==> src/bpPkg.sv <==
`default_nettype none

package bpPkg;

    // address and indexing
    localparam int addrWidth  = 32;
    localparam int indexWidth = 8;                     // fetch bits 9:2
    localparam int tableDepth = 1 << indexWidth;       // btb and bht entries
    localparam int tagWidth   = addrWidth - indexWidth - 2;

    // local history and pattern table
    localparam int histWidth = 4;
    localparam int phtDepth  = 1 << histWidth;         // one counter per history

    // statistics
    localparam int cntWidth = 16;

    typedef logic [addrWidth-1:0] addrT;
    typedef logic [1:0]           ctrT;

    // two-bit counter encoding where msb set means taken
    localparam ctrT ctrStrongNotTaken = 2'b00;
    localparam ctrT ctrWeakNotTaken   = 2'b01;         // reset value
    localparam ctrT ctrWeakTaken      = 2'b10;
    localparam ctrT ctrStrongTaken    = 2'b11;

    // fetch address constants
    localparam addrT pcResetValue = '0;
    localparam addrT pcStep       = addrT'(4);         // one instruction

endpackage

`default_nettype wire
==> src/nextPcSelect.sv <==
`timescale 1ns/10ps
`default_nettype none

module nextPcSelect (
    input  logic        clk,
    input  logic        reset,
    input  logic        stall,
    input  logic        redirect,
    input  logic        predTaken,
    input  logic        predValid,
    input  bpPkg::addrT ifPc,
    input  bpPkg::addrT redirectPc,
    input  bpPkg::addrT btbTarget,
    output bpPkg::addrT pcNext
);

    bpPkg::addrT pcPlus4;      // sequential successor of the last pcNext
    bpPkg::addrT pcPredicted;
    bpPkg::addrT pcCorrected;

    always_ff @(posedge clk or negedge reset) begin
        if (!reset) begin
            pcPlus4 <= bpPkg::pcResetValue + bpPkg::pcStep;
        end else begin
            pcPlus4 <= pcNext + bpPkg::pcStep;
        end
    end

    // execute stage correction overrides the prediction
    assign pcPredicted = (predValid && predTaken) ? btbTarget : pcPlus4;
    assign pcCorrected = redirect ? redirectPc : pcPredicted;

    always_comb begin
        if (!reset)
            pcNext = bpPkg::pcResetValue;
        else if (stall)
            pcNext = ifPc;            // hold fetch
        else
            pcNext = pcCorrected;
    end

    // a stall wins over redirect and prediction alike
    stallHolds: assert property (@(posedge clk) disable iff (!reset)
        stall |-> (pcNext == ifPc));

endmodule

`default_nettype wire

==> config.mk <==
export PLATFORM = sky130hd
export DESIGN_NAME = nextPcSelect
export DESIGN_NICKNAME = d
export VERILOG_FILES = /design/src/bpPkg.sv /design/src/nextPcSelect.sv
export SDC_FILE = /design/constraint.sdc
export NUM_CORES = 1
export LEC_CHECK = 0
export ABC_CLOCK_PERIOD_IN_PS = 1960
export BUFFER_PORTS_ARGS = -buffer_cell sky130_fd_sc_hd__buf_2
export CORE_ASPECT_RATIO = 0.75
export CORE_UTILIZATION = 30
export DETAILED_ROUTE_END_ITERATION = 10
export GPL_ROUTABILITY_DRIVEN = 0
export PLACE_DENSITY = 0.69
export SLEW_MARGIN = 40
export SYNTH_ARGS = -nofsm -noshare
export SYNTH_HDL_FRONTEND = slang
export SYNTH_SLANG_ARGS = --single-unit
export TNS_END_PERCENT = 30
==> constraint.sdc <==
create_clock -name clk -period 1.96 [get_ports clk]
set_input_delay 0.196 -clock clk [delete_from_list [all_inputs] [get_ports clk]]
set_output_delay 0.196 -clock clk [all_outputs]
set_load 0.02 [all_outputs]
# Word-level counts from Yosys, hierarchy flattened

Cells that the tools add are included.

Register bits after elaboration: 32
Bits of input ports: 102
Output and inout bits: 32
Word-level logic and storage cells: 7

Add/subtract/negate cells: 1
Muxes and demuxes: 4
Reduce and logical (&&, ||, !) cells: 1

Operator list:

| cell                    | number |
|---|---|
| $mux W32                | 4 |
| $add A32 B3 Y32 const B | 1 |
| $logic_and A1 B1 Y1     | 1 |

# Depth between registers and ports, before layout

Word-level depth: 6
Depth in mapped cells: 11
Mapped depth without buffers: 8

# Least setup slack after synthesis

No wires, ideal clock.

Path kind: input to register
Start: in predValid
End: reg pcPlus4[27]
Setup time: 80 ps
Arrival time: 2,689 ps
Required time: 1,880 ps
Setup slack: -809 ps
Stages: 9
Path buffers: 2
Cells stage by stage: buf_4 and2_1 buf_4 nor3_1 o31ai_1 nand4_1 nor4_4 nor4b_4 xnor2_1

Cells in the longest elaborated chain, start to end: 6

RTL lines:

| item                 | line               | RTL |
|---|---|---|
| start, declared      | nextPcSelect.sv:10 | `input logic predValid,` |
| $logic_and A1 B1 Y1  | nextPcSelect.sv:30 | `assign pcPredicted = (predValid && predTaken) ? btbTarget : pcPlus4;` |
| $mux W32             | nextPcSelect.sv:30 |  |
| $mux W32             | nextPcSelect.sv:31 | `assign pcCorrected = redirect ? redirectPc : pcPredicted;` |
| $mux W32             | nextPcSelect.sv:36 | `else if (stall)` |
| $mux W32             | nextPcSelect.sv:34 | `if (!reset)` |
| via pcNext[2]        | nextPcSelect.sv:14 | `output bpPkg::addrT pcNext` |
| $add A32 B3 Y32      | nextPcSelect.sv:25 | `pcPlus4 <= pcNext + bpPkg::pcStep;` |
| end signal, assigned | nextPcSelect.sv:23 | `pcPlus4 <= bpPkg::pcResetValue + bpPkg::pcStep;` |
| end signal, assigned | nextPcSelect.sv:25 |  |
| end, declared        | nextPcSelect.sv:17 | `bpPkg::addrT pcPlus4;` |

The timed path passes the listed nets, and every way through them passes these cells.

# Worst setup path after layout

Start: in predValid
End: reg pcPlus4[17]

Cells in the longest elaborated chain, start to end: 6

RTL lines:

| item                | line |
|---|---|
| $logic_and A1 B1 Y1 | nextPcSelect.sv:30 |
| $mux W32            | nextPcSelect.sv:30 |
| $mux W32            | nextPcSelect.sv:31 |
| $mux W32            | nextPcSelect.sv:36 |
| $mux W32            | nextPcSelect.sv:34 |
| $add A32 B3 Y32     | nextPcSelect.sv:25 |

No other way between the ends.

==> flow_metrics.py <==
metrics = {
    "run_status": {
        "status": "finished with violations",
        "violations": "setup timing",
    },
    "place": {
        "io_buffers": 133,
        "placed_area_sq_um": 4240,
        "dp_cells": 655,
        "dp_hpwl_mm": 8.72,
        "post-place-ws_ns": -0.486,
    },
    "yosys": {
        "synth_nets": 443,
        "synth-edff-count": 0,
        "syn_inst": 340,
        "yosys_register_bits": 32,
        "async_flop_share_pct": 100,
        "synth_seq_area_share_pct": 28.6,
        "netlist_area_sq_um": 2800,
        "avgSynthCellArea_sq_um": 8.24,
        "ys_warn_count": 0,
        "synth_cell_types": 59,
        "synth_top_flop_cell": "dfrtp_1",
    },
    "detailed_routing": {
        "wire_per_inst_um": 17.1,
        "detail-route-antenna-nets": 0,
        "drtIter0Drc": 231,
        "wl_mm": 11.6,
        "vias_per_cell": 5.18,
        "firstDrtPassIters": 4,
        "vias": 3504,
        "drc": 0,
    },
    "sta": {
        "timing.setup.tns_ns": -2.24,
        "slew_headroom_pct": 66.8,
        "whs_ns": 0.0146,
        "fin_crit_ns": 2.17,
        "setup_ws_ns": -0.209,
        "drv_slew": 0,
        "finalClockSkew_ns": 0.00456,
        "fmax_ghz": 0.461,
        "worst_pin_slew_ns": 0.497,
        "post-route-period-util_pct": 111,
        "finalSetupViolations": 18,
        "rsz0062_at_grt": "yes",
        "hold_violations": 0,
    },
    "global_routing": {
        "grt_max_degree": 37,
        "grt_usage_pct": 23.6,
        "first_global_vias": 3593,
        "grt_pass1_wl_mm": 17.9,
        "antenna_found_initial": 0,
        "grt_overflow": 0,
    },
    "finish": {
        "fill_cells": 807,
        "final_cell_area_sq_um": 4820,
        "finish.utilization_pct": 53.2,
        "drive_above_1_share_pct": 54.5,
        "n_antenna_cell": 0,
        "largest_reg_flops": 32,
        "finalNonFillerCells": 677,
        "largest_registers": "pcPlus4 x32",
        "area.growth.synth_to_final_pct": 72.0,
        "largest-register": "pcPlus4",
        "fin_nets": 651,
    },
    "worst_setup_path": {
        "end_kind": "flip-flop",
        "cp.arrival_ns": 2.34,
        "max_stage_delay_ns": 0.54,
        "slowest_stage": "or4b_1",
        "critPathKind": "in -> reg",
        "cp-start-kind": "primary input",
        "crit_chain": "clkbuf_4 > buf_12 > nor4bb_2 > nor4_1 > a32o_1 > nand4_1 > buf_4 > or4b_1 > xnor2_1",
        "crit_fanout": 26,
        "worstPathRequired_ns": 2.13,
    },
    "floorplan": {
        "die_x_um": 114,
        "die_h_um": 85.7,
        "num_rows": 30,
        "core_area_sq_um": 9050,
        "start_util_pct": 31.0,
        "ioPinCount": 134,
        "design.die.area_sq_um": 9730,
    },
    "cts": {
        "worstSkewPairLatency_ns": 0.29,
        "path_clk_slew_ns": 0.06,
        "cts_tree": "built",
        "cts_root_buffer": "clkbuf_16",
        "clock_sinks": 32,
        "postCtsHoldBufs": 0,
        "cts_made_buffers": 5,
        "htree_levels": 2,
        "clock_path_buffers": 2,
    },
    "pwr": {
        "ir_worst_vdd_mv": 0.309,
        "p_leak_nw": 2.41,
        "p_total_mw": 2.41,
        "powerDensity_nw_per_um2": 499,
    },
    "hold_path": {
        "hold_class": "in -> async",
    },
    "flow_run": {
        "maxCapViolations": 0,
    },
}
## area by class of cell
type	instances	area (sq um)	share of cell area, %
Multi-Input combinational cell	267	2180	45.3
Timing Repair Buffer	228	1470	30.5
Sequential cell	32	802	16.7
Tap cell	128	160	3.33
Clock buffer	6	139	2.88
Inverter	14	52.6	1.09
Clock inverter	2	10.0	0.208
## power by group
group	switching (mW)	leakage [nW]	internal, mW
sequential	0.0163	0.413	0.712
clock	0.318	0.0766	0.501
combinational	0.459	1.92	0.398
total	0.794	2.41	1.61
## cells by family after synthesis
group | synth area share [%]
muxes | 1.43
and+or+nand+nor | 30.7
buffers and inverters | 6.70
DFF | 28.6
AOI/OAI and AO/OA | 23.3
adders and majority gates | 0.447
xor gates and xnor gates | 8.76
## cell usage after synthesis, drive strengths merged, types with 3 or more instances
cell type	instances	share of area [%]
nor2b	13	2.9
o311ai	5	1.6
nand3	19	3.4
mux2i	4	1.4
o31ai	3	0.80
a21bo	4	1.4
nand2b	8	2.1
and3	14	3.1
a31oi	4	0.89
clkbuf	13	1.7
a32o	4	1.4
a32oi	4	1.3
nor4	6	2.4
inv	14	1.9
a21boi	9	2.4
nor4bb	4	1.4
nor3	8	1.4
nand4	3	0.89
and2	8	1.8
nor2	6	0.80
buf	14	3.1
a2111oi	3	1.2
dfrtp	31	28
a21oi	11	2.0
a211oi	11	2.9
nor3b	3	1.2
nand4b	3	0.94
nand2	40	5.5
o21ai	21	3.9
xnor2	18	5.6
xor2	10	3.1
## layout by cell type (no fill, tap or decap), types with 12 or more instances in the layout
master   count
and3_1      14
buf_2      126
buf_4       87
dfrtp_1     31
inv_1       13
nand2_1     34
nand3_1     16
nor2b_1     12
o21ai_0     13
xnor2_1     15
## worst paths after layout
| path | startpoint | endpoint | slack (ns) | cells past startpoint |
|---|---|---|---|---|
| hold reg to reg | pcPlus4[18] | pcPlus4[18] | 0.80 | 4 |
| setup reg to reg | pcPlus4[12] | pcPlus4[29] | -0.20 | 10 |
| setup / recovery | predValid | pcPlus4[17] | -0.21 | 9 |
| hold / removal | reset | pcPlus4[19] | 0.01 | 2 |
| min in group clk | ifPc[1] | pcPlus4[1] | 0.26 | 4 |
| max in group asynchronous | reset | pcPlus4[20] | 1.63 | 2 |
## metal layers
layer	track usage, %	wire, um	vias to the layer above
li1	-	-	1654
met1	32.0	5400	1698
met2	36.6	5270	132
met3	6.22	728	20
met4	7.42	196	0
met5	0	0	-
## what timing repair did
action                     4_1_cts  5_1_grt
resized for setup               33       43
pin swaps                        8       23
buffers inserted                 5        9
setup endpoints to repair       28       34
## critical path: cells and delay by family
kind | cells | cell delay (ns)
compound gates | 1 | 0.21
xor+xnor | 1 | 0.14
simple gates | 4 | 1.23
buf+inv | 3 | 0.56
Note: power is estimated with default switching activity, not from simulation.
