==> config.mk <==
export PLATFORM = sky130hd
export DESIGN_NAME = historyTable_flat
export DESIGN_NICKNAME = d
export VERILOG_FILES = /design/src/bpPkg.sv /design/src/resolveIf.sv /design/src/historyTable.sv /design/src/flat_wrapper.sv
export SDC_FILE = /design/constraint.sdc
export NUM_CORES = 2
export LEC_CHECK = 0
export ABC_CLOCK_PERIOD_IN_PS = 3100
export BUFFER_PORTS_ARGS = -buffer_cell sky130_fd_sc_hd__buf_2
export CAP_MARGIN = 5
export CORE_UTILIZATION = 60
export CTS_CLUSTER_DIAMETER = 30
export DETAILED_ROUTE_END_ITERATION = 6
export GPL_TIMING_DRIVEN = 1
export MAX_ROUTING_LAYER = met4
export PLACE_DENSITY = 0.78
export SYNTH_ARGS = -nofsm -noshare
export SYNTH_HDL_FRONTEND = slang
export SYNTH_SLANG_ARGS = --single-unit
==> constraint.sdc <==
create_clock -name clk -period 3.1 [get_ports clk]
set_input_delay 0.155 -clock clk [delete_from_list [all_inputs] [get_ports clk]]
set_output_delay 0.155 -clock clk [all_outputs]
set_load 0.02 [all_outputs]
==> src/bpPkg.sv <==
`default_nettype none

package bpPkg;

    // address and indexing
    localparam int addrWidth  = 32;
    localparam int indexWidth = 8;                     // fetch bits 9:2
    localparam int tableDepth = 1 << indexWidth;       // btb and bht entries
    localparam int tagWidth   = addrWidth - indexWidth - 2;

    // local history and pattern table
    localparam int histWidth = 4;
    localparam int phtDepth  = 1 << histWidth;         // one counter per history

    // statistics
    localparam int cntWidth = 16;

    typedef logic [addrWidth-1:0] addrT;
    typedef logic [1:0]           ctrT;

    // two-bit counter encoding where msb set means taken
    localparam ctrT ctrStrongNotTaken = 2'b00;
    localparam ctrT ctrWeakNotTaken   = 2'b01;         // reset value
    localparam ctrT ctrWeakTaken      = 2'b10;
    localparam ctrT ctrStrongTaken    = 2'b11;

    // fetch address constants
    localparam addrT pcResetValue = '0;
    localparam addrT pcStep       = addrT'(4);         // one instruction

endpackage

`default_nettype wire
==> src/resolveIf.sv <==
`timescale 1ns/10ps
`default_nettype none

// registered branch resolution with one strobe per resolved branch
interface resolveIf;

    logic        upValid;   // single cycle strobe
    bpPkg::addrT upPc;      // address of the resolved branch
    bpPkg::addrT upTarget;  // where it goes when taken
    logic        upTaken;   // actual outcome

    modport source (
        output upValid,
        output upPc,
        output upTarget,
        output upTaken
    );

    // tables only listen and nothing flows back
    modport sink (
        input upValid,
        input upPc,
        input upTarget,
        input upTaken
    );

endinterface

`default_nettype wire

==> src/historyTable.sv <==
`timescale 1ns/10ps
`default_nettype none

module historyTable (
    input  logic                        clk,
    input  logic                        reset,
    input  bpPkg::addrT                 ifPc,
    output logic [bpPkg::histWidth-1:0] fetchHistory,
    output logic [bpPkg::histWidth-1:0] trainHistory,
    resolveIf.sink                      up
);

    localparam int idxLo = 2;
    localparam int idxHi = idxLo + bpPkg::indexWidth - 1;

    // one shift register per branch slot
    logic [bpPkg::histWidth-1:0]  histMem [bpPkg::tableDepth];
    logic [bpPkg::indexWidth-1:0] fetchIdx;
    logic [bpPkg::indexWidth-1:0] trainIdx;

    assign fetchIdx = ifPc[idxHi:idxLo];
    assign trainIdx = up.upPc[idxHi:idxLo];

    assign fetchHistory = histMem[fetchIdx];
    assign trainHistory = histMem[trainIdx];   // value before this shift

    always_ff @(posedge clk or negedge reset) begin
        if (!reset) begin
            for (int i = 0; i < bpPkg::tableDepth; i++) begin
                histMem[i] <= '0;
            end
        end else if (up.upValid) begin
            // newest outcome enters at bit 0 and the oldest falls off the top
            histMem[trainIdx] <= {trainHistory[bpPkg::histWidth-2:0], up.upTaken};
        end
    end

endmodule

`default_nettype wire

==> src/flat_wrapper.sv <==
// flat-port wrapper written by rule: the top's interface ports become plain ports
module historyTable_flat 
  (clk, reset, ifPc, fetchHistory, trainHistory, up_upValid, up_upPc, up_upTarget, up_upTaken);
  resolveIf up_i ();
  input  logic clk;
  input  logic reset;
  input  bpPkg::addrT ifPc;
  output logic [bpPkg::histWidth-1:0] fetchHistory;
  output logic [bpPkg::histWidth-1:0] trainHistory;
  input wire logic [$bits(up_i.upValid)-1:0] up_upValid;
  input wire logic [$bits(up_i.upPc)-1:0] up_upPc;
  input wire logic [$bits(up_i.upTarget)-1:0] up_upTarget;
  input wire logic [$bits(up_i.upTaken)-1:0] up_upTaken;
  assign up_i.upValid = up_upValid;
  assign up_i.upPc = up_upPc;
  assign up_i.upTarget = up_upTarget;
  assign up_i.upTaken = up_upTaken;
  historyTable u_core (.clk(clk), .reset(reset), .ifPc(ifPc), .fetchHistory(fetchHistory), .trainHistory(trainHistory), .up(up_i));
endmodule
# Yosys cells after proc, flatten, opt, wreduce, memory -nomap -nowiden
# Index checks and enable logic that the tools add are counted.
# op_classes
div	0
mul	0
bitwise	2
n_lt_le_gt_ge	3
shifts	0
addsub	0
muxes	9
n_reduce_logical	1
n_eq_ne	0
# ops
operator	count
$bwmux 1024	1
$bmux 4 s8	2
$demux 4 s8	1
$mux 4	5
$ge 9x9->1 const B	2
$not 8->9	2
$lt 9x1->1 const B	1
$logic_and 1x1->1	1
# totals
output_inout_bits	8
latch_bits	0
romBits	0
mem_bits_rw	0
ff_bits	1024
n_memories	0
elab_cells	271

# Logic depth before layout (Yosys ltp)
# depth
depth_word	6
ltp_mapped	14
mapped_depth_nobuf	7

# Least setup slack after synthesis
# Ideal clock, no wire load.
# synth_path
path_type	in2out
startpoint	input up_upPc[2]
endpoint	output trainHistory[1] (netlist name)
stages	8
arrival_ns	2.725
required_ns	2.945
n_path_buf	3
path_slack_ns	0.220
cell_sequence	buf_6 buf_4 buf_2 mux4_2 mux4_2 mux2i_1 nor3_1 or4b_1
# synth_between
elab_chain_len	4
# synth_lines
item	line_no	source
start, declared	flat_wrapper.sv:11	input wire logic [$bits(up_i.upPc)-1:0] up_upPc;
$not 8->9 (not written as such)	historyTable.sv:25	assign trainHistory = histMem[trainIdx];
$bmux 4 s8	historyTable.sv:25	
$mux 4 (not written as such) (2 in series)	historyTable.sv:25	
end, declared	flat_wrapper.sv:9	output logic [bpPkg::histWidth-1:0] trainHistory;
# No other way between the ends. The select of a mux whose other input is x is not followed.

# Worst setup path in the final report
# layout_path
startpoint	register u_core.histMem[521] (netlist name)
endpoint	output trainHistory[1] (netlist name)
# layout_between
elab_chain_len	3
# layout_lines
item	line_no	source
start, declared	historyTable.sv:17	logic [bpPkg::histWidth-1:0] histMem [bpPkg::tableDepth];
start signal, assigned by index	historyTable.sv:34	histMem[trainIdx] <= {trainHistory[bpPkg::histWidth-2:0], up.upTaken};
$bmux 4 s8	historyTable.sv:25	
$mux 4 (not written as such) (2 in series)	historyTable.sv:25	
# No other way between the ends. The select of a mux whose other input is x is not followed.

==> results.ini <==
[die]
die_height_um = 304
fp-row-count = 110
start_util_pct = 60.7
die_w_um = 304
num_io_pins = 108
coreArea_um2 = 90100
die_area_um2 = 92400

[yosys]
yosysMostFrequentCell = dfrtp_1
synthMuxAreaShare_pct = 33.6
ys_warn_count = 0
synth.distinct_cells = 71
synthSimpleGateAreaFrac_pct = 7.98
syn-cell-area_um2 = 54700
synth_cells = 4342
synth_nets = 4442
synth_flop_cell = dfrtp_1
yosysTopAreaCell = dfrtp_1
synth_seq_area_share_pct = 46.8
async_flop_share_pct = 100
synthAdderAreaFrac_pct = 0
synth_compound_area_share_pct = 8.30
synth_top_area_share_pct = 46.8
ys_ff_latch = 1024
synthXorXnorAreaFrac_pct = 0
netlist_top_cells_area = dfrtp_1, mux4_2, mux2_2
synth_edf_count = 0
synth_common_cells = dfrtp_1, nor2_1, mux2_2
synth_top_family_by_area = multiplexers
avgSynthCellArea_um2 = 12.6

[critical_path]
critPathTopFamily = multiplexers
path_max_fanout = 3
critPathKind = flip-flop to output port
cp.depth = 7
rr_startpoint = u_core.histMem[370]$_DFFE_PN0P_
cp-start-kind = flip-flop
critPathMaxStageDelay_ns = 0.60
endpoint_kind = output port
path_cells = mux4_1, mux4_2, a22oi_2, buf_4, nand3_2, or4b_4, buf_6
rrSetupSlack_ns = 0.06
critPathLaunch = u_core.histMem[521]$_DFFE_PN0P_
critical-path-slowest-cell = or4b_4
required_ns = 2.94
r2r_cells = 9
critPathBufInv = 2
crit_arrival_ns = 3.65

[global_routing]
grtUsageTotal_pct = 45.8
overflow = 0
grt_max_degree = 102
antenna_found_initial = 14
grt_pass1_wl_um = 301000
grt_pass1_vias = 45672

[power_and_ir_drop]
power.share.clock_pct = 55.7
switching_share_pct = 26.1
leakage_nw = 30.0
power_frac_comb_pct = 9.4
power.internal_mw = 30.7
p_total_mw = 41.5
ir_drop_mv = 0.545
seq_power_share_pct = 34.9
p_per_area_nw_per_um2 = 617
p_sw_mw = 10.8

[sta]
holdWs_ns = -0.0349
finalMaxSlewViolations = 0
fin_crit_sh_pct = 123
max_freq_ghz = 0.263
finalCriticalPeriod_ns = 3.80
hold_violations = 9
finalSetupViolCount = 8
worst_slew_pin_slew_ns = 1.12
rsz0062_at_grt = true
fin_ws_ns = -0.700
fin_skew_ns = 0.0438
slew_headroom_pct = 24.6

[final_layout]
layout-drive-gt1-share_pct = 39.7
reg_top3 = u_core.histMem x1024
fillers = 5297
largest_register = u_core.histMem
final_nets = 4870
syn_to_final_growth_pct = 22.9
largest_reg_flops = 1024

[placed_design]
routabilityCongestion = 1.09
portBuffers = 27
pre_cts_slack_ns = -0.338
place_hpwl_um = 134000

[clock_network]
h-tree-depth = 4
cts-root-buf = clkbuf_16
clock-sinks = 1024
cts_buffers = 206
clock_latency_ns = 0.83
cts_tree = built
clock_path_buffers = 3
path_clk_slew_ns = 0.05

[drt]
drt_iter0_drc = 7156
antenna_left = 0
drt-pass1-iter-count = 6
detailroute.via_count = 44961
wl_um = 202000
drc = 0
vias_per_cell = 7.31
wl_per_cell_um = 32.9

[outcome]
status = finished, violations left
violations = hold timing, setup timing

[flow_run]
maxCapViolations = 0

[min_path]
hold_class = input pin to asynchronous set/reset pin

## per-stage QoR
step           area, um2  std cells  hold slack, ns  setup TNS (ns)  util, %
2_1_floorplan      54700       4342          -0.141               0        -
3_3_place_gp       59500       5727           0.211          -19.80     66.0
3_5_place_dp       59500       5727           0.208          -29.16     66.0
4_1_cts            67100       6120        0.000640           -3.52     74.4
5_1_grt            67200       6139         0.00705           -4.09     74.5
6_report           67200       6147         -0.0349           -3.99     74.6
## metal layers
layer  global-route usage (%)  up-vias  share of wire (%)
met3                     17.4     1091                 14
met5                        -        -                  0
met4                     29.9        0                7.8
met2                     64.0     3930                 44
li1                         -    17340                  -
met1                     55.7    22600                 34
## what timing repair did
action / in CTS / in global routing
hold buffers: 2 / 0
pin swaps: 23 / 8
gates cloned: 0 / 0
setup buffers: 8 / 3
setup endpoints to repair: 8 / 10
endpoints found under the hold margin: 531 / 0
gates resized for setup: 62 / 16
## cell type report
cell class | instances | area (um2) | area share (%)
multi-input cells | 2981 | 27600 | 41.1
flip-flops and latches | 1024 | 25600 | 38.1
clock buffers | 249 | 5580 | 8.30
repair buffers | 552 | 5110 | 7.60
clock inverters | 136 | 1740 | 2.58
well taps | 1176 | 1470 | 2.19
diodes | 24 | 60.1 | 0.0894
inverters | 5 | 21.3 | 0.0316
## power groups by stage
stage                     Sequential, mW  Clock, mW  Combinational (mW)
final                               14.5       23.1                3.89
after global routing                14.5       23.8                4.03
after CTS                           14.4       23.1                3.77
after detailed placement            14.6          0                3.65
after global placement              14.6          0                3.57
after floorplan                     14.4          0                2.11
## cells in the final DEF (no fill, tap or decap), types with 102 or more instances in the layout
cell type	Yosys	routed
o21ai_0	229	222
mux2_2	510	509
dfrtp_1	1024	1024
nand2_1	397	397
mux2i_1	108	102
mux4_2	465	474
a21oi_1	346	344
buf_4	12	452
nor2_1	518	513
clkbuf_16	0	208
## kinds of logic after synthesis
family                 Yosys count
AOI/OAI and AO/OA              796
and+or+nand+nor               1061
muxes                         1124
DFF                           1024
buffers and inverters          337
## path summary, 6_finish.rpt
check / end
worst min-delay path: u_core.histMem[207]$_DFFE_PN0P_
worst max-delay path: trainHistory[1]
worst max register to register: u_core.histMem[367]$_DFFE_PN0P_
min in group clk: u_core.histMem[236]$_DFFE_PN0P_
worst min register to register: u_core.histMem[54]$_DFFE_PN0P_
max in group asynchronous: u_core.histMem[574]$_DFFE_PN0P_
(Power assumes the default switching activity.)
