==> src/bpPkg.sv <==
`default_nettype none

package bpPkg;

    // address and indexing
    localparam int addrWidth  = 32;
    localparam int indexWidth = 8;                     // fetch bits 9:2
    localparam int tableDepth = 1 << indexWidth;       // btb and bht entries
    localparam int tagWidth   = addrWidth - indexWidth - 2;

    // local history and pattern table
    localparam int histWidth = 4;
    localparam int phtDepth  = 1 << histWidth;         // one counter per history

    // statistics
    localparam int cntWidth = 16;

    typedef logic [addrWidth-1:0] addrT;
    typedef logic [1:0]           ctrT;

    // two-bit counter encoding where msb set means taken
    localparam ctrT ctrStrongNotTaken = 2'b00;
    localparam ctrT ctrWeakNotTaken   = 2'b01;         // reset value
    localparam ctrT ctrWeakTaken      = 2'b10;
    localparam ctrT ctrStrongTaken    = 2'b11;

    // fetch address constants
    localparam addrT pcResetValue = '0;
    localparam addrT pcStep       = addrT'(4);         // one instruction

endpackage

`default_nettype wire
==> src/resolveIf.sv <==
`timescale 1ns/10ps
`default_nettype none

// registered branch resolution with one strobe per resolved branch
interface resolveIf;

    logic        upValid;   // single cycle strobe
    bpPkg::addrT upPc;      // address of the resolved branch
    bpPkg::addrT upTarget;  // where it goes when taken
    logic        upTaken;   // actual outcome

    modport source (
        output upValid,
        output upPc,
        output upTarget,
        output upTaken
    );

    // tables only listen and nothing flows back
    modport sink (
        input upValid,
        input upPc,
        input upTarget,
        input upTaken
    );

endinterface

`default_nettype wire

==> src/patternTable.sv <==
`timescale 1ns/10ps
`default_nettype none

module patternTable (
    input  logic                        clk,
    input  logic                        reset,
    input  logic [bpPkg::histWidth-1:0] fetchHistory,
    input  logic [bpPkg::histWidth-1:0] trainHistory,
    output logic                        predTaken,
    resolveIf.sink                      up
);

    bpPkg::ctrT [bpPkg::phtDepth-1:0] phtMem;   // shared by all branches
    bpPkg::ctrT                       trainCtr;
    bpPkg::ctrT                       nextCtr;

    assign trainCtr = phtMem[trainHistory];

    // saturating step toward the outcome
    always_comb begin
        nextCtr = trainCtr;
        if (up.upTaken) begin
            if (trainCtr != bpPkg::ctrStrongTaken)
                nextCtr = trainCtr + 1'b1;
        end else begin
            if (trainCtr != bpPkg::ctrStrongNotTaken)
                nextCtr = trainCtr - 1'b1;
        end
    end

    always_ff @(posedge clk or negedge reset) begin
        if (!reset) begin
            for (int i = 0; i < bpPkg::phtDepth; i++) begin
                phtMem[i] <= bpPkg::ctrWeakNotTaken;
            end
        end else if (up.upValid) begin
            phtMem[trainHistory] <= nextCtr;
        end
    end

    assign predTaken = (phtMem[fetchHistory] >= bpPkg::ctrWeakTaken);   // 10 and 11

    // table is frozen between resolutions
    phtQuiet: assert property (@(posedge clk) disable iff (!reset)
        !up.upValid |=> $stable(phtMem));

endmodule

`default_nettype wire

==> src/flat_wrapper.sv <==
// flat-port wrapper written by rule: the top's interface ports become plain ports
module patternTable_flat 
  (clk, reset, fetchHistory, trainHistory, predTaken, up_upValid, up_upPc, up_upTarget, up_upTaken);
  resolveIf up_i ();
  input  logic clk;
  input  logic reset;
  input  logic [bpPkg::histWidth-1:0] fetchHistory;
  input  logic [bpPkg::histWidth-1:0] trainHistory;
  output logic predTaken;
  input wire logic [$bits(up_i.upValid)-1:0] up_upValid;
  input wire logic [$bits(up_i.upPc)-1:0] up_upPc;
  input wire logic [$bits(up_i.upTarget)-1:0] up_upTarget;
  input wire logic [$bits(up_i.upTaken)-1:0] up_upTaken;
  assign up_i.upValid = up_upValid;
  assign up_i.upPc = up_upPc;
  assign up_i.upTarget = up_upTarget;
  assign up_i.upTaken = up_upTaken;
  patternTable u_core (.clk(clk), .reset(reset), .fetchHistory(fetchHistory), .trainHistory(trainHistory), .predTaken(predTaken), .up(up_i));
endmodule
==> config.mk <==
export PLATFORM = sky130hd
export DESIGN_NAME = patternTable_flat
export DESIGN_NICKNAME = d
export VERILOG_FILES = /design/src/bpPkg.sv /design/src/resolveIf.sv /design/src/patternTable.sv /design/src/flat_wrapper.sv
export SDC_FILE = /design/constraint.sdc
export NUM_CORES = 1
export LEC_CHECK = 0
export BUFFER_PORTS_ARGS = -buffer_cell sky130_fd_sc_hd__buf_2
export CAP_MARGIN = 10
export CORE_ASPECT_RATIO = 1.25
export CORE_MARGIN = 8
export CORE_UTILIZATION = 49
export CTS_CLUSTER_SIZE = 14
export DETAILED_ROUTE_END_ITERATION = 10
export PLACE_DENSITY = 0.83
export SYNTH_ARGS = -nofsm -noshare
export SYNTH_HDL_FRONTEND = slang
export SYNTH_SLANG_ARGS = --single-unit
==> constraint.sdc <==
create_clock -name clk -period 3.2 [get_ports clk]
set_input_delay 0.48 -clock clk [delete_from_list [all_inputs] [get_ports clk]]
set_output_delay 0.48 -clock clk [all_outputs]
set_load 0.01 [all_outputs]
Yosys cells after proc, flatten, opt, wreduce, memory -nomap -nowiden
Index checks and enable logic that the tools add are counted.
Widths: inputs -> output; s select.
{ "word_totals": {"reg_bits": 32} }
{ "classes": {"n_reduce_logical": 2, "n_mux": 10, "eq_ne": 1, "magnitude_cmp": 4, "add_sub_neg": 2} }
{ "op_table": {"columns": ["op", "count"], "rows": [
  ["$bwmux 32", 1],
  ["$bmux 2 s4", 2],
  ["$mux 2", 6],
  ["$lt 4x5->1 const B", 2],
  ["$demux 2 s4", 1],
  ["$ge 4x1->1 const B", 1],
  ["$add 2x1->2 const B", 1],
  ["$ge 2x2->1 const B", 1],
  ["$ne 2x2->1 const B", 1],
  ["$reduce_bool 2->1", 1],
  ["$sub 2x1->2 const B", 1],
  ["$logic_and 1x1->1", 1]
]} }

Logic depth before layout (Yosys ltp)
{ "logic_depth": {"word_depth": 6, "ltp_mapped": 6, "depth_no_buf": 4} }

Worst setup path after synthesis
Ideal clock, no wire load.
{ "synth_path": {"path_kind": "input -> register", "startpoint": "input trainHistory[1] (netlist name)", "endpoint": "register u_core.phtMem[19] (netlist name)", "slack_ns": 0.942, "path_stages": 6, "setup_time_ns": 0.125, "n_path_buf": 2, "t_arrival_ns": 2.134, "cell_sequence": "buf_4 -> buf_6 -> mux4_2 -> mux2_2 -> maj3_2 -> mux2_2"} }
{ "synth_via": {"elab_chain_cells": 6, "word_cells_on_any_way": 15} }
{ "synth_lines": {"columns": ["item", "line_no", "source"], "rows": [
  ["start, declared", "flat_wrapper.sv:8", "input logic [bpPkg::histWidth-1:0] trainHistory;"],
  ["$bmux 2 s4", "patternTable.sv:17", "assign trainCtr = phtMem[trainHistory];"],
  ["$mux 2 (not written as such)", "patternTable.sv:17", null],
  ["$sub 2x1->2 (tied with other cells)", "patternTable.sv:27", "nextCtr = trainCtr - 1'b1;"],
  ["$mux 2 (on tied branches)", "patternTable.sv:26, patternTable.sv:23", null],
  ["$mux 2", "patternTable.sv:22", "if (up.upTaken) begin"],
  ["$bwmux 32 (*)", "patternTable.sv:37", "phtMem[trainHistory] <= nextCtr;"],
  ["end signal, assigned by index", "patternTable.sv:34", "phtMem[i] <= bpPkg::ctrWeakNotTaken;"],
  ["end signal, assigned by index", "patternTable.sv:37", null],
  ["end, declared", "patternTable.sv:13", "bpPkg::ctrT [bpPkg::phtDepth-1:0] phtMem;"]
]} }
Every way passes the cells marked *; elsewhere a longest branch is shown, timed or not. The select of a mux whose other input is x is not followed.
A chain may end at the register's enable or synchronous reset.

Worst setup path in the final report
{ "layout_path": {"startpoint": "input trainHistory[1] (netlist name)", "endpoint": "register u_core.phtMem[15] (netlist name)"} }
Same word-level chain as after synthesis.

==> out/qor.csv <==
stage,metric,value,unit
floorplan,placementRows,24,
synth,syn_area,1729,um^2
setup_path,reg2reg_to,u_core.phtMem[15],
floorplan,fp.dieW,69.14,um
floorplan,start_util,50.51,%
global_route,grt_pass1_vias,1164,
final_layout,largest_registers,u_core.phtMem x32,
drt,drtPass1Iterations,4,
power,switchingPower,0.0003745,W
floorplan,ios,77,
setup_path,crit_arrival,2.47,ns
setup_path,path_common_cell,mux2_2,
global_route,grt_usage,13.38,%
drt,route.detailed.drc,0,
drt,drt-total-wl,3.429,mm
timing,finalCritPeriodShare,71.73,%
setup_path,cp_data_required_time,3.37,ns
floorplan,die_h,82.42,um
setup_path,r2r_slack,1.14,ns
synth,synthMuxAreaShare,41.53,%
synth,syn-num-nets,191,
timing,fin_skew,0.006632,ns
setup_path,r2r_cells,4,
timing,finalCriticalPeriod,2.295,ns
placement,port_buffers,12,
synth,ys_ff_latch,32,
final_layout,fillers,296,
setup_path,crit_slowest_cell,mux4_2,
placement,routabilityCongestion,0.7892,
global_route,grt-ovfl-total,0,
clock_network,clkTransAtPathRegs,0.07,ns
synth,yosys.area_share.adder,2.460,%
min_path,hold_class,input port to async pin,
clock_network,postCtsSetupBuffers,0,
timing,setup_ws,0.9045,ns
global_route,grt_max_degree,33,
power,peakVddDrop,0.0004484,V
clock_network,cts.sinks,32,
clock_network,cts-resized-gates,0,
floorplan,dieArea,5698,um^2
clock_network,cts_hold_buf,0,
synth,post_synth.cell_area_avg,15.04,um^2
clock_network,worstSkewPairLatency,0.28,ns
setup_path,crit_path_max_fanout,16,
setup_path,start_kind,input port,
clock_network,cts_root_buf,clkbuf_8,
synth,ys_warn_count,0,
synth,synth_xor_area_share,0,%
synth,synth_top_area_share,24.31,%
timing,slew_headroom,53.29,%
final_layout,layout.nets,206,
synth,yosys-top-cells-area,"dfstp_2 (24%), mux2_2 (23%), dfrtp_1 (23%)",
setup_path,regToRegStartpoint,u_core.phtMem[15],
drt,drt_iter0_drc,55,
power,swShare,26.05,%
clock_network,cts_tree,built,
timing,grt_setup_unrepaired,no,
final_layout,seqCellArea,820.8,um^2
final_layout,drive_gt1_share,65.65,%
clock_network,h-tree-depth,2,
synth,synth-compound-area-share,0,%
synth,syn_inst,115,
final_layout,top_register,u_core.phtMem,
drt,via_count,1046,
timing,finalMaxSlewViolations,0,
drt,ant_nets,0,
synth,ys_seq_area_share,47.47,%
floorplan,core,3423,um^2
power,cellPowerDensity,749.1,nW/um^2
final_layout,antenna_cells,0,
job,maxCapViolations,0,
timing,finalSetupTns,0,ns
setup_path,crit_type,input port to flip-flop,
placement,preCtsSetupSlack,0.5857,ns
power,p_leak,0.7990,nW
final_layout,synthToLayoutAreaGrowth,11.00,%
final_layout,multi_input_area,882.1,um^2
global_route,antenna_found_initial,0,
synth,yosys.cell_types.count,19,
run_status,status,finished clean,
synth,yosysTopAreaCell,dfstp_2,
clock_network,numCtsBuffers,5,
drt,routedWlPerCell,20.17,um
setup_path,crit_path_max_incr_delay,0.58,ns
setup_path,path_cells,buf_2 -> mux4_2 -> mux2_2 -> maj3_1 -> mux2_2,
drt,vias_per_cell,6.153,
synth,synth-simple-area-share,7.019,%
power,pwr-share-seq,47.5,%
timing,fmax,435.6,MHz
power,p_comb_share,26.5,%
timing,tightest_slew,0.7007,ns
final_layout,largest_reg_flops,32,
timing,finalHoldViolCount,0,
setup_path,crit_path_end_kind,flip-flop,
global_route,grt_pass1_wl,5.837,mm
clock_network,cts_buffer_depth,2,
power,p_int,0.001063,W
synth,synth_top_family_by_area,multiplexers,
timing,setup_viol,0,
power,pwr-share-clk,26.0,%
placement,dp_hpwl,2.581,mm
## power by group through the flow
stage          clock, W  combinational, W  sequential, W
2_1_floorplan         0          0.000313       0.000652
3_5_place_dp          0          0.000382       0.000688
6_report       0.000374          0.000381       0.000683
5_1_grt        0.000400          0.000417       0.000699
3_3_place_gp          0          0.000363       0.000671
4_1_cts        0.000386          0.000383       0.000682
## layer usage
metal | vias to the layer above | track usage, % | routed length, um
li1 | 465 | - | -
met1 | 535 | 14.39 | 1329
met2 | 32 | 22.81 | 1798
met3 | 14 | 3.823 | 161
met4 | 0 | 9.240 | 140
met5 | - | 0 | 0
## worst max path at each step
stage                     from                end  slack (ns)  depth (start not counted)
6_report       trainHistory[1]  u_core.phtMem[15]        0.90                          5
5_1_grt        trainHistory[1]  u_core.phtMem[15]        0.82                          5
4_1_cts        trainHistory[1]  u_core.phtMem[15]        0.88                          5
3_5_place_dp   trainHistory[1]  u_core.phtMem[15]        0.59                          5
3_3_place_gp   trainHistory[1]   u_core.phtMem[9]        0.64                          5
2_1_floorplan  trainHistory[1]  u_core.phtMem[19]        0.94                          6
## final cells by class
cell class | count | share of cell area, %
clock inverters | 2 | 1.825
multi-input cells | 79 | 45.96
clock buffers | 6 | 3.781
well taps | 39 | 2.542
flip-flops and latches | 32 | 42.76
repair buffers | 12 | 3.129
## metrics by stage
stage                     power (W)  area (um^2)  util [%]  std cells  hold slack, ns
after CTS                  0.001451         1919     56.07        170          0.2447
after floorplan           0.0009646         1729         -        115          0.1844
after detailed placement   0.001071         1812     52.92        162          0.5165
final                      0.001438         1919     56.07        170          0.2437
after global placement     0.001034         1812     52.92        162          0.5091
after global routing       0.001516         1919     56.07        170          0.2973
## worst max-delay path, delay by kind of cell
kind       cells  cell delay [ns]
fa+ha+maj      1             0.46
buf+inv        1             0.34
mux            3             1.17
## synthesized netlist by cell type
cell,count
mux2_2,36
or3_1,1
nor3_1,1
buf_1,1
buf_6,1
buf_4,1
nor3b_1,1
nand3b_1,3
clkbuf_1,1
dfstp_2,16
nand2_1,2
nand3_1,2
mux4_2,13
nand2b_1,4
mux2i_1,2
nor2_1,10
maj3_2,2
maj3_1,2
dfrtp_1,16
## placed cells by master (no fill, tap or decap), drive strengths merged
| master | netlist | final |
|---|---|---|
| buf | 3 | 12 |
| nand2b | 4 | 4 |
| dfrtp | 16 | 16 |
| bufinv | 0 | 1 |
| clkbuf | 1 | 6 |
| nand3b | 3 | 3 |
| dfstp | 16 | 16 |
| nand2 | 2 | 2 |
| nand3 | 2 | 2 |
| mux2i | 2 | 2 |
| mux2 | 36 | 36 |
| nor3b | 1 | 1 |
| nor2 | 10 | 10 |
| nor3 | 1 | 1 |
| mux4 | 13 | 13 |
| or3 | 1 | 1 |
| maj3 | 4 | 4 |
| clkinv | 0 | 1 |
## kinds of logic (layout without fill, tap and decap cells)
kind of cell,count (synthesis),in the layout
simple gates,24,24
mux,51,51
flops,32,32
buf+inv,4,20
fa+ha+maj,4,4
Note: power is estimated with default switching activity, not from simulation.
