File: src/bpPkg.sv
`default_nettype none

package bpPkg;

    // address and indexing
    localparam int addrWidth  = 32;
    localparam int indexWidth = 8;                     // fetch bits 9:2
    localparam int tableDepth = 1 << indexWidth;       // btb and bht entries
    localparam int tagWidth   = addrWidth - indexWidth - 2;

    // local history and pattern table
    localparam int histWidth = 4;
    localparam int phtDepth  = 1 << histWidth;         // one counter per history

    // statistics
    localparam int cntWidth = 16;

    typedef logic [addrWidth-1:0] addrT;
    typedef logic [1:0]           ctrT;

    // two-bit counter encoding where msb set means taken
    localparam ctrT ctrStrongNotTaken = 2'b00;
    localparam ctrT ctrWeakNotTaken   = 2'b01;         // reset value
    localparam ctrT ctrWeakTaken      = 2'b10;
    localparam ctrT ctrStrongTaken    = 2'b11;

    // fetch address constants
    localparam addrT pcResetValue = '0;
    localparam addrT pcStep       = addrT'(4);         // one instruction

endpackage

`default_nettype wire
File: src/resolveIf.sv
`timescale 1ns/10ps
`default_nettype none

// registered branch resolution with one strobe per resolved branch
interface resolveIf;

    logic        upValid;   // single cycle strobe
    bpPkg::addrT upPc;      // address of the resolved branch
    bpPkg::addrT upTarget;  // where it goes when taken
    logic        upTaken;   // actual outcome

    modport source (
        output upValid,
        output upPc,
        output upTarget,
        output upTaken
    );

    // tables only listen and nothing flows back
    modport sink (
        input upValid,
        input upPc,
        input upTarget,
        input upTaken
    );

endinterface

`default_nettype wire

File: src/resolveCapture.sv
`timescale 1ns/10ps
`default_nettype none

module resolveCapture (
    input  logic                       clk,
    input  logic                       reset,
    input  logic                       exBranch,
    input  logic                       taken,
    input  bpPkg::addrT                exPc,
    input  bpPkg::addrT                branchTarget,
    input  logic                       ifPred,
    input  logic                       ifPredValid,
    output logic                       redirect,
    output bpPkg::addrT                redirectPc,
    output logic [bpPkg::cntWidth-1:0] branchCount,
    output logic [bpPkg::cntWidth-1:0] mispredictCount,
    resolveIf.source                   up
);

    logic unpredicted;
    logic mustNotBranch;
    logic mustBranch;

    // the three ways a resolution disagrees with fetch
    assign unpredicted   = !ifPredValid && taken;            // no btb entry yet
    assign mustNotBranch = ifPredValid && ifPred && !taken;
    assign mustBranch    = ifPredValid && !ifPred && taken;

    assign redirect   = exBranch && (unpredicted || mustNotBranch || mustBranch);
    assign redirectPc = taken ? branchTarget : exPc + bpPkg::pcStep;

    // strobe for table training
    always_ff @(posedge clk or negedge reset) begin
        if (!reset) begin
            up.upValid <= 1'b0;
        end else begin
            up.upValid <= exBranch;
        end
    end

    // payload rides along with the strobe
    always_ff @(posedge clk) begin
        up.upPc     <= exPc;
        up.upTarget <= branchTarget;
        up.upTaken  <= taken;
    end

    always_ff @(posedge clk or negedge reset) begin
        if (!reset) begin
            branchCount     <= '0;
            mispredictCount <= '0;
        end else begin
            if (exBranch)
                branchCount <= branchCount + 1'b1;         // wraps
            if (redirect)
                mispredictCount <= mispredictCount + 1'b1;
        end
    end

    // back to back strobes only from back to back resolutions
    upValidSingle: assert property (@(posedge clk) disable iff (!reset)
        (up.upValid && $past(up.upValid)) |-> ($past(exBranch) && $past(exBranch, 2)));

endmodule

`default_nettype wire

File: src/flat_wrapper.sv
// flat-port wrapper written by rule: the top's interface ports become plain ports
module resolveCapture_flat 
  (clk, reset, exBranch, taken, exPc, branchTarget, ifPred, ifPredValid, redirect, redirectPc, branchCount, mispredictCount, up_upValid, up_upPc, up_upTarget, up_upTaken);
  resolveIf up_i ();
  input  logic clk;
  input  logic reset;
  input  logic exBranch;
  input  logic taken;
  input  bpPkg::addrT exPc;
  input  bpPkg::addrT branchTarget;
  input  logic ifPred;
  input  logic ifPredValid;
  output logic redirect;
  output bpPkg::addrT redirectPc;
  output logic [bpPkg::cntWidth-1:0] branchCount;
  output logic [bpPkg::cntWidth-1:0] mispredictCount;
  output wire logic [$bits(up_i.upValid)-1:0] up_upValid;
  output wire logic [$bits(up_i.upPc)-1:0] up_upPc;
  output wire logic [$bits(up_i.upTarget)-1:0] up_upTarget;
  output wire logic [$bits(up_i.upTaken)-1:0] up_upTaken;
  assign up_upValid = up_i.upValid;
  assign up_upPc = up_i.upPc;
  assign up_upTarget = up_i.upTarget;
  assign up_upTaken = up_i.upTaken;
  resolveCapture u_core (.clk(clk), .reset(reset), .exBranch(exBranch), .taken(taken), .exPc(exPc), .branchTarget(branchTarget), .ifPred(ifPred), .ifPredValid(ifPredValid), .redirect(redirect), .redirectPc(redirectPc), .branchCount(branchCount), .mispredictCount(mispredictCount), .up(up_i));
endmodule
File: config.mk
export PLATFORM = sky130hd
export DESIGN_NAME = resolveCapture_flat
export DESIGN_NICKNAME = d
export VERILOG_FILES = /design/src/bpPkg.sv /design/src/resolveIf.sv /design/src/resolveCapture.sv /design/src/flat_wrapper.sv
export SDC_FILE = /design/constraint.sdc
export NUM_CORES = 1
export LEC_CHECK = 0
export ABC_AREA = 1
export BUFFER_PORTS_ARGS = -buffer_cell sky130_fd_sc_hd__buf_2
export CAP_MARGIN = 20
export CORE_UTILIZATION = 46
export DETAILED_ROUTE_END_ITERATION = 10
export PLACE_DENSITY = 0.81
export SLEW_MARGIN = 40
export SYNTH_ARGS = -nofsm -noshare
export SYNTH_HDL_FRONTEND = slang
export SYNTH_SLANG_ARGS = --single-unit
File: constraint.sdc
create_clock -name clk -period 1.7 [get_ports clk]
set_clock_uncertainty 0.05 [all_clocks]
set_input_delay 0.34 -clock clk [delete_from_list [all_inputs] [get_ports clk]]
set_output_delay 0.34 -clock clk [all_outputs]
set_load 0.005 [all_outputs]
# Word-level counts from Yosys, hierarchy flattened
# Cells that the tools add are included.
# word_totals
wordCells	21
register_bits	98
input_bits	70
output_inout_bits	131
# classes
muxes	1
add_sub_neg	3
reduce_logical	11
# op_table
cell	count
$add 16x1->16 const B	2
$add 32x3->32 const B	1
$mux 32	1
$logic_and 1x1->1	6
$logic_not 1->1	3
$logic_or 1x1->1	2

# Depth between registers and ports, before layout
# depth
word_depth	5
ltp_mapped	9
mapped_depth_nobuf	9

# Least setup slack after synthesis
# No wires, ideal clock.
# synth_timing
path_type	input to output
from	in exPc[2]
to	out redirectPc[14]
t_required_ns	1.310
path_buffers	0
path_stages	8
path_slack_ns	0.032
arrival_time_ns	1.278
cell_sequence	ha_1 -> nand2_1 -> nor2_4 -> nand2_1 -> nor2_1 -> or2_2 -> nand3_1 -> nand2_1
# synth_between
elab_chain_len	2
# synth_rtl
element	line	rtl
start: declaration	flat_wrapper.sv:9	input bpPkg::addrT exPc;
$add 32x3->32	resolveCapture.sv:30	assign redirectPc = taken ? branchTarget : exPc + bpPkg::pcStep;
$mux 32	resolveCapture.sv:30	
end: declaration	flat_wrapper.sv:14	output bpPkg::addrT redirectPc;
# No other way between the ends.

# Worst setup path after layout
# layout_timing
from	in exPc[2]
to	out redirectPc[15]
# The elaborated chain is that of the path after synthesis.

==> flow_summary_export.csv <==
group,metric,value,unit
run_status,status,"finished with violations",
run_status,violated_checks,"negative setup slack",
global_route,grt_antenna_before_repair,0,
pwr,leakagePower,3.20,nW
clocking,ctsHtreeMaxLevel,3,
critical_path,worst_r2r_endpoint,"u_core.branchCount[14]",
logic_synthesis,yosysUniqueCellTypes,25,
critical_path,cp.depth,12,
critical_path,crit_path_top_delay_cell,"sky130_fd_sc_hd__nor2_4",
logic_synthesis,synth_top_flop_cell,"sky130_fd_sc_hd__dfxtp_1",
clocking,cts-root-buf,"sky130_fd_sc_hd__clkbuf_8",
logic_synthesis,synthesis.yosys.warnings,0,
logic_synthesis,synth_simple_gate_area_share,0.327,
logic_synthesis,postSynth.asyncResetShare,0.337,
critical_path,worst_r2r_startpoint,"u_core.branchCount[0]",
critical_path,setup.reg_to_reg.worst_slack,0.15,ns
floorplanning,core,8300,um^2
final_layout,nets,828,
floorplanning,die_width,95.1,um
logic_synthesis,mappedNetlistArea,3990,um^2
floorplanning,floorplan.initialDensity,0.481,
clocking,tritoncts,"yes",
floorplanning,floorplan.die_area,9050,um^2
clocking,cts_sinks,98,
job,cap_viol_max_count,0,
sta,final_critical_path_setup_slack,-0.109,ns
logic_synthesis,count_of_flip_flops_with_a_built_in_enable_after_synthesis,0,
placement,dp.final_hpwl,9010,um
placement,numPortBuffers,200,
final_layout,n_fill_cell,632,
final_layout,antenna_cells_inserted,0,
logic_synthesis,synth-seq-cells,98,
global_route,grt_first_pass_wirelength,18000,um
logic_synthesis,post_synth_mux_area_share,0.00282,
sta,maxClockFrequency,0.553,GHz
sta,finalCriticalPeriod,1.81,ns
worst_hold_path,whs_path_depth,1,
logic_synthesis,ys_top_cells_by_area,"sky130_fd_sc_hd__dfxtp_1 33%, sky130_fd_sc_hd__dfrtp_1 21%, sky130_fd_sc_hd__nand2_1 17%, sky130_fd_sc_hd__nor2_1 5.5%, sky130_fd_sc_hd__nand3_1 5.1%",
logic_synthesis,synth-adder-area-share,0.00941,
routing,remaining_drc_errors,0,
logic_synthesis,synth_compound_gate_area_share,0.0216,
logic_synthesis,combinational_family_with_the_most_area_after_synthesis,"simple AND/OR/NAND/NOR gates",
pwr,total_power,0.00552,W
critical_path,crit_family,"simple AND/OR/NAND/NOR gates",
logic_synthesis,syn_avg_cell_area,7.88,um^2
final_layout,postLayoutCoreUtil,0.723,
critical_path,critical_path.max_stage_delay,0.18,ns
logic_synthesis,xor_xnor_share_of_the_synthesized_area,0.0571,
placement,finalWeightedCongestion,0.877,
routing,detail_route.vias_per_cell,4.82,
sta,timing.final.max_slew_violations,0,
sta,period_share,1.06,
placement,place.detailed.instances,841,
final_layout,final-instance-count-excl-fill,865,
floorplanning,fp.dieH,95.1,um
sta,slew-limit-headroom,0.519,
critical_path,arrival_time_of_data_at_the_critical_path_endpoint,1.42,ns
final_layout,multi_input_area,1940,um^2
critical_path,timing.critical_path.cells,"buf_8 -> buf_6 -> inv_4 -> nor2_4 -> nand2_4 -> nor2_4 -> buf_6 -> nor2_2 -> nor2_1 -> nand2_1 -> nand2_1 -> buf_2",
global_route,global_route.usage.total,0.259,
pwr,ir_worst_vdd,0.000444,V
logic_synthesis,synth_largest_type_area_fraction,0.326,
clocking,insertion_delay,0.36,ns
critical_path,reg2reg_depth,6,
critical_path,critPathCaptureType,"primary output",
placement,place_worst_setup_slack,-0.341,ns
critical_path,worst-path-max-fanout,6,
floorplanning,row_count,33,
routing,dr_total_vias,4170,
logic_synthesis,synth-seq-area-share,0.533,
critical_path,path_class,"in2out",
clocking,bufs_on_longest_clock_path,2,
final_layout,drive_gt1_frac,0.432,
sta,setup_violators_final,23,
critical_path,required,1.31,ns
clocking,numCtsBuffers,9,
logic_synthesis,synth_area_leader_cell,"sky130_fd_sc_hd__dfxtp_1",
logic_synthesis,synthTopCellsByCount,"184 x sky130_fd_sc_hd__nand2_1, 65 x sky130_fd_sc_hd__dfxtp_1, 58 x sky130_fd_sc_hd__nor2_1, 42 x sky130_fd_sc_hd__inv_1, 41 x sky130_fd_sc_hd__nand3_1",
worst_hold_path,hold_path_class,"in2reg",
final_layout,ff_latch_area,2130,um^2
logic_synthesis,synthesis.instances,506,
global_route,first_global_vias,4002,
routing,routed_wirelength,11800,um
sta,timing.setup.tns,-1.30,ns
final_layout,layout-area-overhead-vs-synth,50.4,%
routing,antenna_violating_nets_post_route,0,
routing,first_iter_violations,117,
pwr,pwr_density_cell,920,nW/um^2
routing,drt-pass1-iter-count,4,
global_route,grt_max_degree,34,
logic_synthesis,synth_most_common_cell,"sky130_fd_sc_hd__nand2_1",
logic_synthesis,synthesis.nets,579,
sta,setup_repair_after_global_routing_missed_its_margin,"yes",
sta,max_slew.worst_pin.slew,0.722,ns
sta,final-hold-violation-count,0,
critical_path,worst-path-buf-inv,5,
routing,avgRoutedWirePerCell,13.6,um
worst_hold_path,worst_hold_startpoint,"branchTarget[20]",
worst_hold_path,hold_path_end,"u_core.up.upTarget[20]",
critical_path,crit_path_start_kind,"input pin",
floorplanning,io_pins,201,
global_route,overflow,0,
clocking,clk_transition_reported_paths,0.10,ns
area by class of cell:
type | count | area share
multi-input cells | 357 | 0.324
clock buffers | 10 | 0.0229
repair buffers | 245 | 0.235
inverters | 44 | 0.0279
well taps | 105 | 0.0219
clock inverters | 6 | 0.0146
flip-flops and latches | 98 | 0.354
per-layer routing:
| metal | vias to the layer above | GRT usage | wire length, um |
|---|---|---|---|
| met5 | - | 0 | 0 |
| met4 | 0 | 0.107 | 280 |
| met3 | 25 | 0.0574 | 848 |
| met2 | 168 | 0.465 | 6000 |
| met1 | 1913 | 0.295 | 4660 |
| li1 | 2064 | - | - |
cell usage in the layout, fill, tap and decap left out, drive strengths merged:
master / n
bufinv: 2
and2: 4
nand3b: 2
inv: 45
o21ai: 12
mux2: 1
xnor2: 5
clkinvlp: 2
dfxtp: 65
xor2: 21
dfrtp: 33
nand3: 42
clkbuf: 12
clkinv: 1
nor2: 65
or2: 3
buf: 242
a31oi: 1
dlygate4sd3: 1
nor3: 6
nand4: 4
a21oi: 4
ha: 3
nand2: 184
state kept, by name, summed over array words and instances, names as in the netlist:
| signal | flops |
|---|---|
| u_core.branchCount | 16 |
| u_core.up.upPc | 32 |
| u_core.mispredictCount | 16 |
| u_core.up.upTaken | 1 |
| u_core.up.upValid | 1 |
| u_core.up.upTarget | 32 |
timing repair:
action                                 CTS  global route
setup endpoints to repair               26            27
hold buffers                             1             0
buffers inserted                         3             4
resized for setup                       66            46
endpoints found under the hold margin   33             0
pin swaps                               23            31
worst max-delay path by stage:
stage / startpoint / end
after floorplan: exPc[2] / redirectPc[14]
after global placement: exPc[2] / redirectPc[14]
after detailed placement: exPc[3] / redirectPc[26]
after CTS: exPc[3] / redirectPc[26]
after global routing: exPc[2] / redirectPc[15]
final: exPc[2] / redirectPc[15]
cell families (layout without fill, tap and decap cells):
kind of cell | after synthesis | in the layout
mux | 1 | 1
compound gates | 17 | 17
fa+ha+maj | 3 | 3
flops | 98 | 98
buf+inv | 51 | 305
xor+xnor | 26 | 26
simple gates | 310 | 310
stage by stage:
stage | cell area, um^2 | hold slack [ns]
after floorplan | 3990 | -0.00559
after detailed placement | 5370 | 0.386
after CTS | 5840 | 0.0212
final | 6000 | 0.0372
after global routing | 6000 | 0.00483
after global placement | 5370 | 0.371
power breakdown:
part           switching [W]  leakage (nW)  internal (W)
Clock               0.000819         0.107      0.000870
Combinational       0.000544          2.12      0.000522
Sequential          0.000222         0.969       0.00254
No activity file was read; power rests on OpenSTA's default activity.
